$ cat src/source/acp_mem_pkg.sv
// ACP memory slave shared definitions
// Bus and memory widths, access latency, burst FSM encoding and the
// positions of the control fields on ctrl_in and ctrl_out

package acp_mem_pkg;

    // Host bus widths
    localparam int BUS_W  = 32;
    localparam int CTRL_W = 8;

    // Word memory of 64 entries
    localparam int MEM_ADDR_W = 6;

    // Cycles spent in a wait state ahead of the data phase
    localparam int LATENCY = 4;

    // Fields of ctrl_in
    localparam int CTRL_WE_BIT    = 1;
    localparam int CTRL_BURST_LSB = 2;

    // Fields of ctrl_out
    localparam int CTRL_WAIT_BIT = 0;

    typedef logic [BUS_W-1:0]      bus_word_t;
    typedef logic [MEM_ADDR_W-1:0] mem_addr_t;

    // Beat count of a burst is 2 to the power of the code
    typedef logic [2:0]            burst_code_t;

    // Wide enough for the last beat index of a code 7 burst
    typedef logic [7:0]            beat_count_t;
    typedef logic [3:0]            latency_count_t;

    typedef enum logic [2:0] {
        ST_IDLE       = 3'd0,
        ST_READ_WAIT  = 3'd1,
        ST_WRITE_WAIT = 3'd2,
        ST_READ_DATA  = 3'd3,
        ST_WRITE_DATA = 3'd4,
        ST_FINISH     = 3'd5
    } acp_mem_state_t;

endpackage

$ cat src/source/mem_port_if.sv
// Word memory port between the burst controller and the store
// Plain write strobe plus a combinational read of the addressed word

`timescale 1ns/1ps

interface mem_port_if import acp_mem_pkg::*; ();

    // Word address for both write and read
    mem_addr_t addr;

    // Write word and strobe, sampled at the rising clock edge
    bus_word_t wdata;
    logic      we;

    // Word currently stored at addr
    bus_word_t rdata;

    modport ctrl (
        output addr,
        output wdata,
        output we,
        input  rdata
    );

    modport store (
        input  addr,
        input  wdata,
        input  we,
        output rdata
    );

endinterface

$ cat src/source/acp_mem_ctrl.sv
// ACP memory slave burst controller
// Latches the request in idle, waits a fixed latency with the host wait flag,
// then steps through 2^code beats on consecutive word addresses

`timescale 1ns/1ps

module acp_mem_ctrl
    import acp_mem_pkg::*;
(
    input  logic              clk,
    input  logic              latency_counter_reset,
    input  bus_word_t         bus_in,
    input  logic              ack,
    input  logic [CTRL_W-1:0] ctrl_in,
    output logic              wait_flag,
    output logic              rd_en,
    mem_port_if.ctrl          mem
);

    acp_mem_state_t state;
    acp_mem_state_t next_state;

    // Request fields captured while idle
    mem_addr_t      addr_cnt;
    burst_code_t    burst_code;
    logic           wr_flag;

    // Phase counters
    beat_count_t    beat_cnt;
    latency_count_t lat_cnt;

    // Decoded per-state controls
    logic           idle_load;
    logic           lat_en;
    logic           beat_en;
    logic           wr_beat;

    logic           lat_done;
    logic           beat_last;

    // Latency runs 0 .. LATENCY-1 across the wait state
    assign lat_done = (lat_cnt == latency_count_t'(LATENCY - 1));

    // Last beat index is 2^code - 1
    assign beat_last = (beat_cnt == ((beat_count_t'(1) << burst_code) - beat_count_t'(1)));

    always_ff @(posedge clk) begin
        if (latency_counter_reset) begin
            state <= ST_IDLE;
        end else begin
            state <= next_state;
        end
    end

    // Burst code and write flag follow ctrl_in until the request edge
    always_ff @(posedge clk) begin
        if (latency_counter_reset) begin
            burst_code <= '0;
            wr_flag    <= 1'b0;
        end else if (idle_load) begin
            burst_code <= ctrl_in[CTRL_BURST_LSB +: $bits(burst_code_t)];
            wr_flag    <= ctrl_in[CTRL_WE_BIT];
        end
    end

    // Start address from the bus, then one step per beat
    always_ff @(posedge clk) begin
        if (latency_counter_reset) begin
            addr_cnt <= '0;
        end else if (idle_load) begin
            addr_cnt <= bus_in[MEM_ADDR_W-1:0];
        end else if (beat_en) begin
            // Wraps at the memory size
            addr_cnt <= addr_cnt + mem_addr_t'(1);
        end
    end

    // Beat counter ends the data phase independently of the address
    always_ff @(posedge clk) begin
        if (latency_counter_reset) begin
            beat_cnt <= '0;
        end else if (idle_load) begin
            beat_cnt <= '0;
        end else if (beat_en) begin
            beat_cnt <= beat_cnt + beat_count_t'(1);
        end
    end

    always_ff @(posedge clk) begin
        if (latency_counter_reset) begin
            lat_cnt <= '0;
        end else if (idle_load) begin
            lat_cnt <= '0;
        end else if (lat_en) begin
            lat_cnt <= lat_cnt + latency_count_t'(1);
        end
    end

    // Next state
    always_comb begin
        next_state = state;
        case (state)
            ST_IDLE: begin
                if (ack) begin
                    if (ctrl_in[CTRL_WE_BIT]) begin
                        next_state = ST_WRITE_WAIT;
                    end else begin
                        next_state = ST_READ_WAIT;
                    end
                end
            end
            ST_READ_WAIT,
            ST_WRITE_WAIT: begin
                // Write flag was latched at the request edge
                if (lat_done) begin
                    if (wr_flag) begin
                        next_state = ST_WRITE_DATA;
                    end else begin
                        next_state = ST_READ_DATA;
                    end
                end
            end
            ST_READ_DATA,
            ST_WRITE_DATA: begin
                if (beat_last) begin
                    next_state = ST_FINISH;
                end
            end
            ST_FINISH: begin
                // Host releases ack to end the transaction
                if (!ack) begin
                    next_state = ST_IDLE;
                end
            end
            default: begin
                next_state = ST_IDLE;
            end
        endcase
    end

    // Outputs decoded from the current state
    always_comb begin
        idle_load = 1'b0;
        lat_en    = 1'b0;
        beat_en   = 1'b0;
        wr_beat   = 1'b0;
        rd_en     = 1'b0;
        wait_flag = 1'b0;
        case (state)
            ST_IDLE: begin
                idle_load = 1'b1;
            end
            ST_READ_WAIT,
            ST_WRITE_WAIT: begin
                lat_en = 1'b1;
                // Dropped one cycle before the first beat
                if (lat_cnt <= latency_count_t'(LATENCY - 2)) begin
                    wait_flag = 1'b1;
                end
            end
            ST_READ_DATA: begin
                beat_en = 1'b1;
                rd_en   = 1'b1;
            end
            ST_WRITE_DATA: begin
                beat_en = 1'b1;
                wr_beat = 1'b1;
            end
            default: begin
                idle_load = 1'b0;
            end
        endcase
    end

    // Memory port
    assign mem.addr  = addr_cnt;
    assign mem.wdata = bus_in;
    assign mem.we    = wr_beat;

endmodule

$ cat src/source/acp_mem_store.sv
// ACP memory slave word store
// 64-word array with a synchronous write strobe and an asynchronous read,
// and the gating of the read word onto the host bus during read beats

`timescale 1ns/1ps

module acp_mem_store
    import acp_mem_pkg::*;
(
    input  logic      clk,
    input  logic      rd_en,
    output bus_word_t bus_out,
    mem_port_if.store mem
);

    localparam int MEM_DEPTH = 1 << MEM_ADDR_W;

    // Contents are undefined until written
    bus_word_t mem_q [MEM_DEPTH];

    // Write beat stores the bus word at the current address
    always_ff @(posedge clk) begin
        if (mem.we) begin
            mem_q[mem.addr] <= mem.wdata;
        end
    end

    // Addressed word, visible in the same cycle
    assign mem.rdata = mem_q[mem.addr];

    // Bus stays at zero outside read beats
    always_comb begin
        if (rd_en) begin
            bus_out = mem.rdata;
        end else begin
            bus_out = '0;
        end
    end

endmodule

$ cat src/source/acp_mem_top.sv
// ACP memory-side bus slave top level
// Burst controller and word store on a shared memory port, with the
// host bus brought out as plain ports and the wait flag on ctrl_out

`timescale 1ns/1ps

module acp_mem_top
    import acp_mem_pkg::*;
(
    input  logic              clk,
    input  logic              latency_counter_reset,
    input  bus_word_t         bus_in,
    input  logic              ack,
    input  logic [CTRL_W-1:0] ctrl_in,
    output logic [CTRL_W-1:0] ctrl_out,
    output bus_word_t         bus_out
);

    logic wait_flag;
    logic rd_en;

    mem_port_if i_mem_port ();

    acp_mem_ctrl i_acp_mem_ctrl (
        .clk                   (clk),
        .latency_counter_reset (latency_counter_reset),
        .bus_in                (bus_in),
        .ack                   (ack),
        .ctrl_in               (ctrl_in),
        .wait_flag             (wait_flag),
        .rd_en                 (rd_en),
        .mem                   (i_mem_port.ctrl)
    );

    acp_mem_store i_acp_mem_store (
        .clk     (clk),
        .rd_en   (rd_en),
        .bus_out (bus_out),
        .mem     (i_mem_port.store)
    );

    // Only the wait flag is defined on ctrl_out
    always_comb begin
        ctrl_out                = '0;
        ctrl_out[CTRL_WAIT_BIT] = wait_flag;
    end

endmodule

$ cat config.mk
export PLATFORM = sky130hd
export DESIGN_NAME = acp_mem_top
export DESIGN_NICKNAME = d
export VERILOG_FILES = /design/src/source/acp_mem_pkg.sv /design/src/source/mem_port_if.sv /design/src/source/acp_mem_ctrl.sv /design/src/source/acp_mem_store.sv /design/src/source/acp_mem_top.sv
export SDC_FILE = /design/constraint.sdc
export NUM_CORES = 2
export LEC_CHECK = 0
export BUFFER_PORTS_ARGS = -buffer_cell sky130_fd_sc_hd__buf_4
export CAP_MARGIN = 15
export CORE_MARGIN = 2
export CORE_UTILIZATION = 50
export CTS_BUF_LIST = sky130_fd_sc_hd__clkbuf_16
export DETAILED_ROUTE_END_ITERATION = 8
export PLACE_DENSITY = 0.74
export SLEW_MARGIN = 20
export SYNTH_ARGS = -nofsm -noshare
export SYNTH_HDL_FRONTEND = slang
export SYNTH_SLANG_ARGS = --single-unit
$ cat constraint.sdc
create_clock -name clk -period 5.58 [get_ports clk]
set_input_delay 0.279 -clock clk [delete_from_list [all_inputs] [get_ports clk]]
set_output_delay 0.279 -clock clk [all_outputs]
set_load 0.1 [all_outputs]
# Yosys cells after proc, flatten, opt, wreduce, memory -nomap -nowiden
# Memories as Yosys holds them, arrays and structs flattened. A register that Yosys moved wholly into a read port is not among the register bits.
# Index checks and enable logic that the tools add are counted.
[word_totals] ram_bits=2048 wordCells=51 ff_bits=25 n_memories=1 out_inout_bits=40
[op_classes] shift=1 n_eq_ne=11 n_addsub=4 reduce_logical=6 magnitude_cmp=1 mux=21
[memory_table] memory="i_acp_mem_store.mem_q" words=64 width=32 rd=1 rd_clocked_by_memory_dff=1 wr=1 line="acp_mem_store.sv:19" source="bus_word_t mem_q [MEM_DEPTH];"
[op_table] op="$mux 32" count=1
[op_table] op="$mux 6" count=4
[op_table] op="$mux 3" count=5
[op_table] op="$pmux 3 s4" count=1
[op_table] op="$mux 1" count=9
[op_table] op="$add 8x1->8 const B" count=1
[op_table] op="$eq 8x8->1" count=1
[op_table] op="$shl 1x3->8 const A" count=1
[op_table] op="$sub 8x1->8 const B" count=1
[op_table] op="$add 6x1->6 const B" count=1
[op_table] op="$eq 3x2->1 const B" count=2
[op_table] op="$eq 3x3->1 const B" count=2
[op_table] op="$reduce_or 2->1" count=3
[op_table] op="$add 4x1->4 const B" count=1
[op_table] op="$eq 4x2->1 const B" count=1
[op_table] op="$le 4x2->1 const B" count=1
[op_table] op="$ne 2x1->1 const B" count=2
[op_table] op="$ne 2x2->1 const B" count=2
[op_table] op="$reduce_and 4->1" count=1
[op_table] op="$eq 3x1->1 const B" count=1
[op_table] op="$logic_not 3->1" count=1
[op_table] op="$mux 2" count=1
[op_table] op="$reduce_bool 2->1" count=1

# Logic depth before layout (Yosys ltp)
[depth] depth_word=7 ltp_mapped=12 ltp_nobuf=9

# Modules after synthesis
# From an unflattened synthesis, not the netlist that was laid out.
[unflattened] hier_cells=4747 hier_area_um2=81351.8
[modules_own_cells] mod="acp_mem_store" cells_each=4525 area_each_um2=79573.8 n_inst=1
[modules_own_cells] mod="acp_mem_ctrl" cells_each=213 area_each_um2=1714.1 n_inst=1
[modules_own_cells] mod="acp_mem_top" cells_each=9 area_each_um2=63.8 n_inst=1

# Worst setup path after synthesis
# OpenSTA, ideal clock, no wires.
[synth_timing] kind="register -> output" startpoint="reg with a tool-made name" endpoint="out bus_out[18]" arrival_time_ns=4.078 required_time_ns=5.301 path_slack_ns=1.223 n_path_buf=5 path_stages_with_launch=12 path_cell_list="dfxtp_1 buf_6 buf_6 buf_6 buf_6 buf_4 mux2i_1 o221ai_1 o22ai_1 nor3_1 a211oi_1 a211oi_1"
[synth_lines] item="end, declared" line="acp_mem_top.sv:16" source="output bus_word_t bus_out"

==> results.py <==
metrics = {
    "outcome": {
        "status": "finished clean",
    },
    "routing": {
        "vias_per_cell": 6.50,
        "wl_met2_mm": 96.4,
        "first_iter_violations": 5886,
        "wl_per_cell_um": 33.6,
        "ant_nets": 0,
        "met1_length_mm": 73.6,
        "top_layer": "met5",
        "wl_met3_mm": 23.2,
        "remaining_drc_errors": 0,
        "vias": 38500,
        "dr.pass1.iters": 7,
        "totalWireLength_mm": 199,
    },
    "grt": {
        "grt_max_degree": 86,
        "grt_overflow": 0,
        "grt_pass1_wl_mm": 284,
        "grt_usage": 0.247,
        "antenna_found_initial": 4,
        "grt_pass1_vias": 38900,
    },
    "place": {
        "numPortBuffers": 71,
        "place_congestion": 0.786,
        "dp_hpwl_mm": 108,
        "placed_area_um2": 84200,
        "dpl_worst_slack_ns": 1.66,
    },
    "logic_synthesis": {
        "synth_edf_count": 2048,
        "ys_seq_area_frac": 0.776,
        "ys_ff_latch": 2079,
        "yosysWarnings": 0,
        "synth_cells": 3424,
        "ys_types": 60,
        "syn_area_um2": 80000,
        "synth_top_area_share": 0.769,
        "ys.flop_type": "edfxtp_1",
        "async_flop_share": 0,
        "yosysTopAreaCell": "edfxtp_1",
        "synthTopCellsByArea": "edfxtp_1, mux4_2, mux2i_1",
        "syn_area_per_cell_um2": 23.4,
    },
    "timing": {
        "hold_viol_final": 0,
        "maxSlewViolCount": 0,
        "fin_tns_setup_ns": 0,
        "max_freq_mhz": 202,
        "post-route-period-util": 0.887,
        "skew_ns": 0.0316,
        "fin_ws_ns": 0.629,
        "hold_ws_ns": 0.0291,
        "fin_crit_ns": 4.95,
        "setup_viol": 0,
        "rsz0062_at_grt": "no",
        "worst_pin_slew_ns": 1.12,
        "slew_headroom": 0.249,
    },
    "setup_path": {
        "r2r_cells": 5,
        "crit_type": "register to output port",
        "required_ns": 5.30,
        "worstSetupStartpointType": "register",
        "crit_path_end_kind": "output port",
        "cp.arrival_ns": 4.67,
        "crit_fanout": 85,
    },
    "die": {
        "die_h_um": 404,
        "die_area_um2": 163000,
        "initial_core_util": 0.504,
        "die_w_um": 404,
        "rows": 146,
        "ios": 83,
        "core_um2": 159000,
    },
    "power_and_ir_drop": {
        "ir_drop_v": 0.000326,
        "total_power_w": 0.0388,
        "power_leakage_nw": 28.0,
        "power.density_nw_per_um2": 428,
    },
    "clock_tree": {
        "post_cts_buffers": 0,
        "cts_root_buf": "clkbuf_16",
        "max-clock-path-buffers": 3,
        "clk_latency_ns": 0.83,
        "clk_pin_slew_ns": 0.06,
        "cts_resized": 0,
        "h-tree-depth": 4,
        "cts_buffers": 197,
        "cts.sinks": 2079,
        "cts_tree": "done",
    },
    "layout": {
        "layout.nets": 3744,
        "fill_cells": 10900,
        "drive_gt1_frac": 0.300,
        "final_area_um2": 90800,
        "diodes": 0,
        "syn2layout_area_growth_pct": 13.5,
    },
    "run": {
        "maxCapViolCount": 0,
    },
    "worst_hold_path": {
        "holdPathStages": 1,
        "hp-class": "primary input to register",
    },
}
routing by layer:
| layer | track usage | up-vias |
|---|---|---|
| li1 | - | 15200 |
| met1 | 0.349 | 20400 |
| met2 | 0.390 | 2575 |
| met3 | 0.0554 | 362 |
| met4 | 0.0764 | 8 |
| met5 | 0 | - |
cells in the final DEF, fill, tap and decap left out, drive strengths merged, types with 13 or more instances in the layout:
cell,n
o21ai,21
nor2,95
edfxtp,2048
nand2,54
buf,223
bufinv,16
xor2,13
inv,62
a21oi,42
dfxtp,31
mux4,578
dlygate4sd3,37
clkinv,84
clkbuf,199
mux2i,125
o22ai,23
mux2,16
nand3,16
a211oi,30
nor2b,17
report_power, final:
group	switching, W	internal [W]
logic	0.00471	0.00372
clock network	0.00568	0.00721
registers	0.000269	0.0172
total	0.0107	0.0282
path summary, 6_finish.rpt:
path,end,slack (ns),start
worst max-delay path,bus_out[10],0.63,register
worst min-delay path,i_acp_mem_store.mem_q[51][22]$_DFFE_PP_,0.03,bus_in[22]
worst max register to register,i_acp_mem_store.mem_q[25][5]$_DFFE_PP_,1.61,i_acp_mem_ctrl.state[2]$_SDFFE_PP0P_
worst min register to register,i_acp_mem_ctrl.beat_cnt[7]$_SDFFE_PP0P_,0.50,i_acp_mem_ctrl.beat_cnt[7]$_SDFFE_PP0P_
cell families after synthesis:
kind of cell	Yosys count	synth area share
AOI/OAI and AO/OA	163	0.0133
xor gates and xnor gates	21	0.00230
adders and majority gates	6	0.000907
buffers and inverters	198	0.0126
DFF	2079	0.776
muxes	719	0.181
other	1	0.0000469
and+or+nand+nor	237	0.0139
area by class of cell:
type                    instances  area [µm²]  share of cell area
well taps                    2072        2590              0.0286
clock inverters               159        1260              0.0139
flip-flops and latches       2079       62100               0.684
multi-input cells            1153       17400               0.191
repair buffers                260        2430              0.0268
inverters                       5        26.3            0.000289
clock buffers                 199        4980              0.0548
per-stage QoR:
step | util | instances
after detailed placement | 0.530 | 5532
after floorplan | - | 3430
final | 0.572 | 5927
after CTS | 0.572 | 5927
after global placement | 0.530 | 5531
after global routing | 0.572 | 5927
sequential cells by signal (all words and copies together) (netlist names), named ones only:
signal,flops
i_acp_mem_ctrl.burst_code,3
i_acp_mem_store.mem_q,2048
i_acp_mem_ctrl.mem.addr,6
i_acp_mem_ctrl.state,3
i_acp_mem_ctrl.beat_cnt,8
i_acp_mem_ctrl.wr_flag,1
i_acp_mem_ctrl.lat_cnt,4
critical path: stages, from the launching register on:
cell and delay (ns):
dfxtp_4 0.66, buf_12 0.54, mux4_2 0.58, mux2i_1 0.28, o221ai_1 0.19, o21ai_0 0.86
a21oi_1 0.31, buf_4 0.34
cells in the mapped netlist (3+ instances only):
cell type and instances:
xor2_1 13, nand3b_1 4, buf_6 6, clkbuf_1 70
ha_1 5, a21boi_0 3, nor3_1 10, or2_2 4
nand4_1 7, nand3_1 16, a211oi_1 30, buf_2 65
o211ai_1 5, a22oi_1 10, dfxtp_1 31, mux4_2 578
nor2b_1 17, nand2_1 54, mux2_2 16, o21ai_0 21
nor2_1 95, a21oi_1 42, buf_1 17, edfxtp_1 2048
o221ai_1 9, a221oi_1 4, and3_1 4, nand2b_1 10
mux2i_1 125, or3_1 4, o22ai_1 23, xnor2_1 8
buf_4 34
repair_timing:
item                                    in CTS  in global routing
endpoints found under the setup margin       0                  0
endpoints found under the hold margin     1358                  0
hold buffers                                37                  0
(Power assumes the default switching activity.)
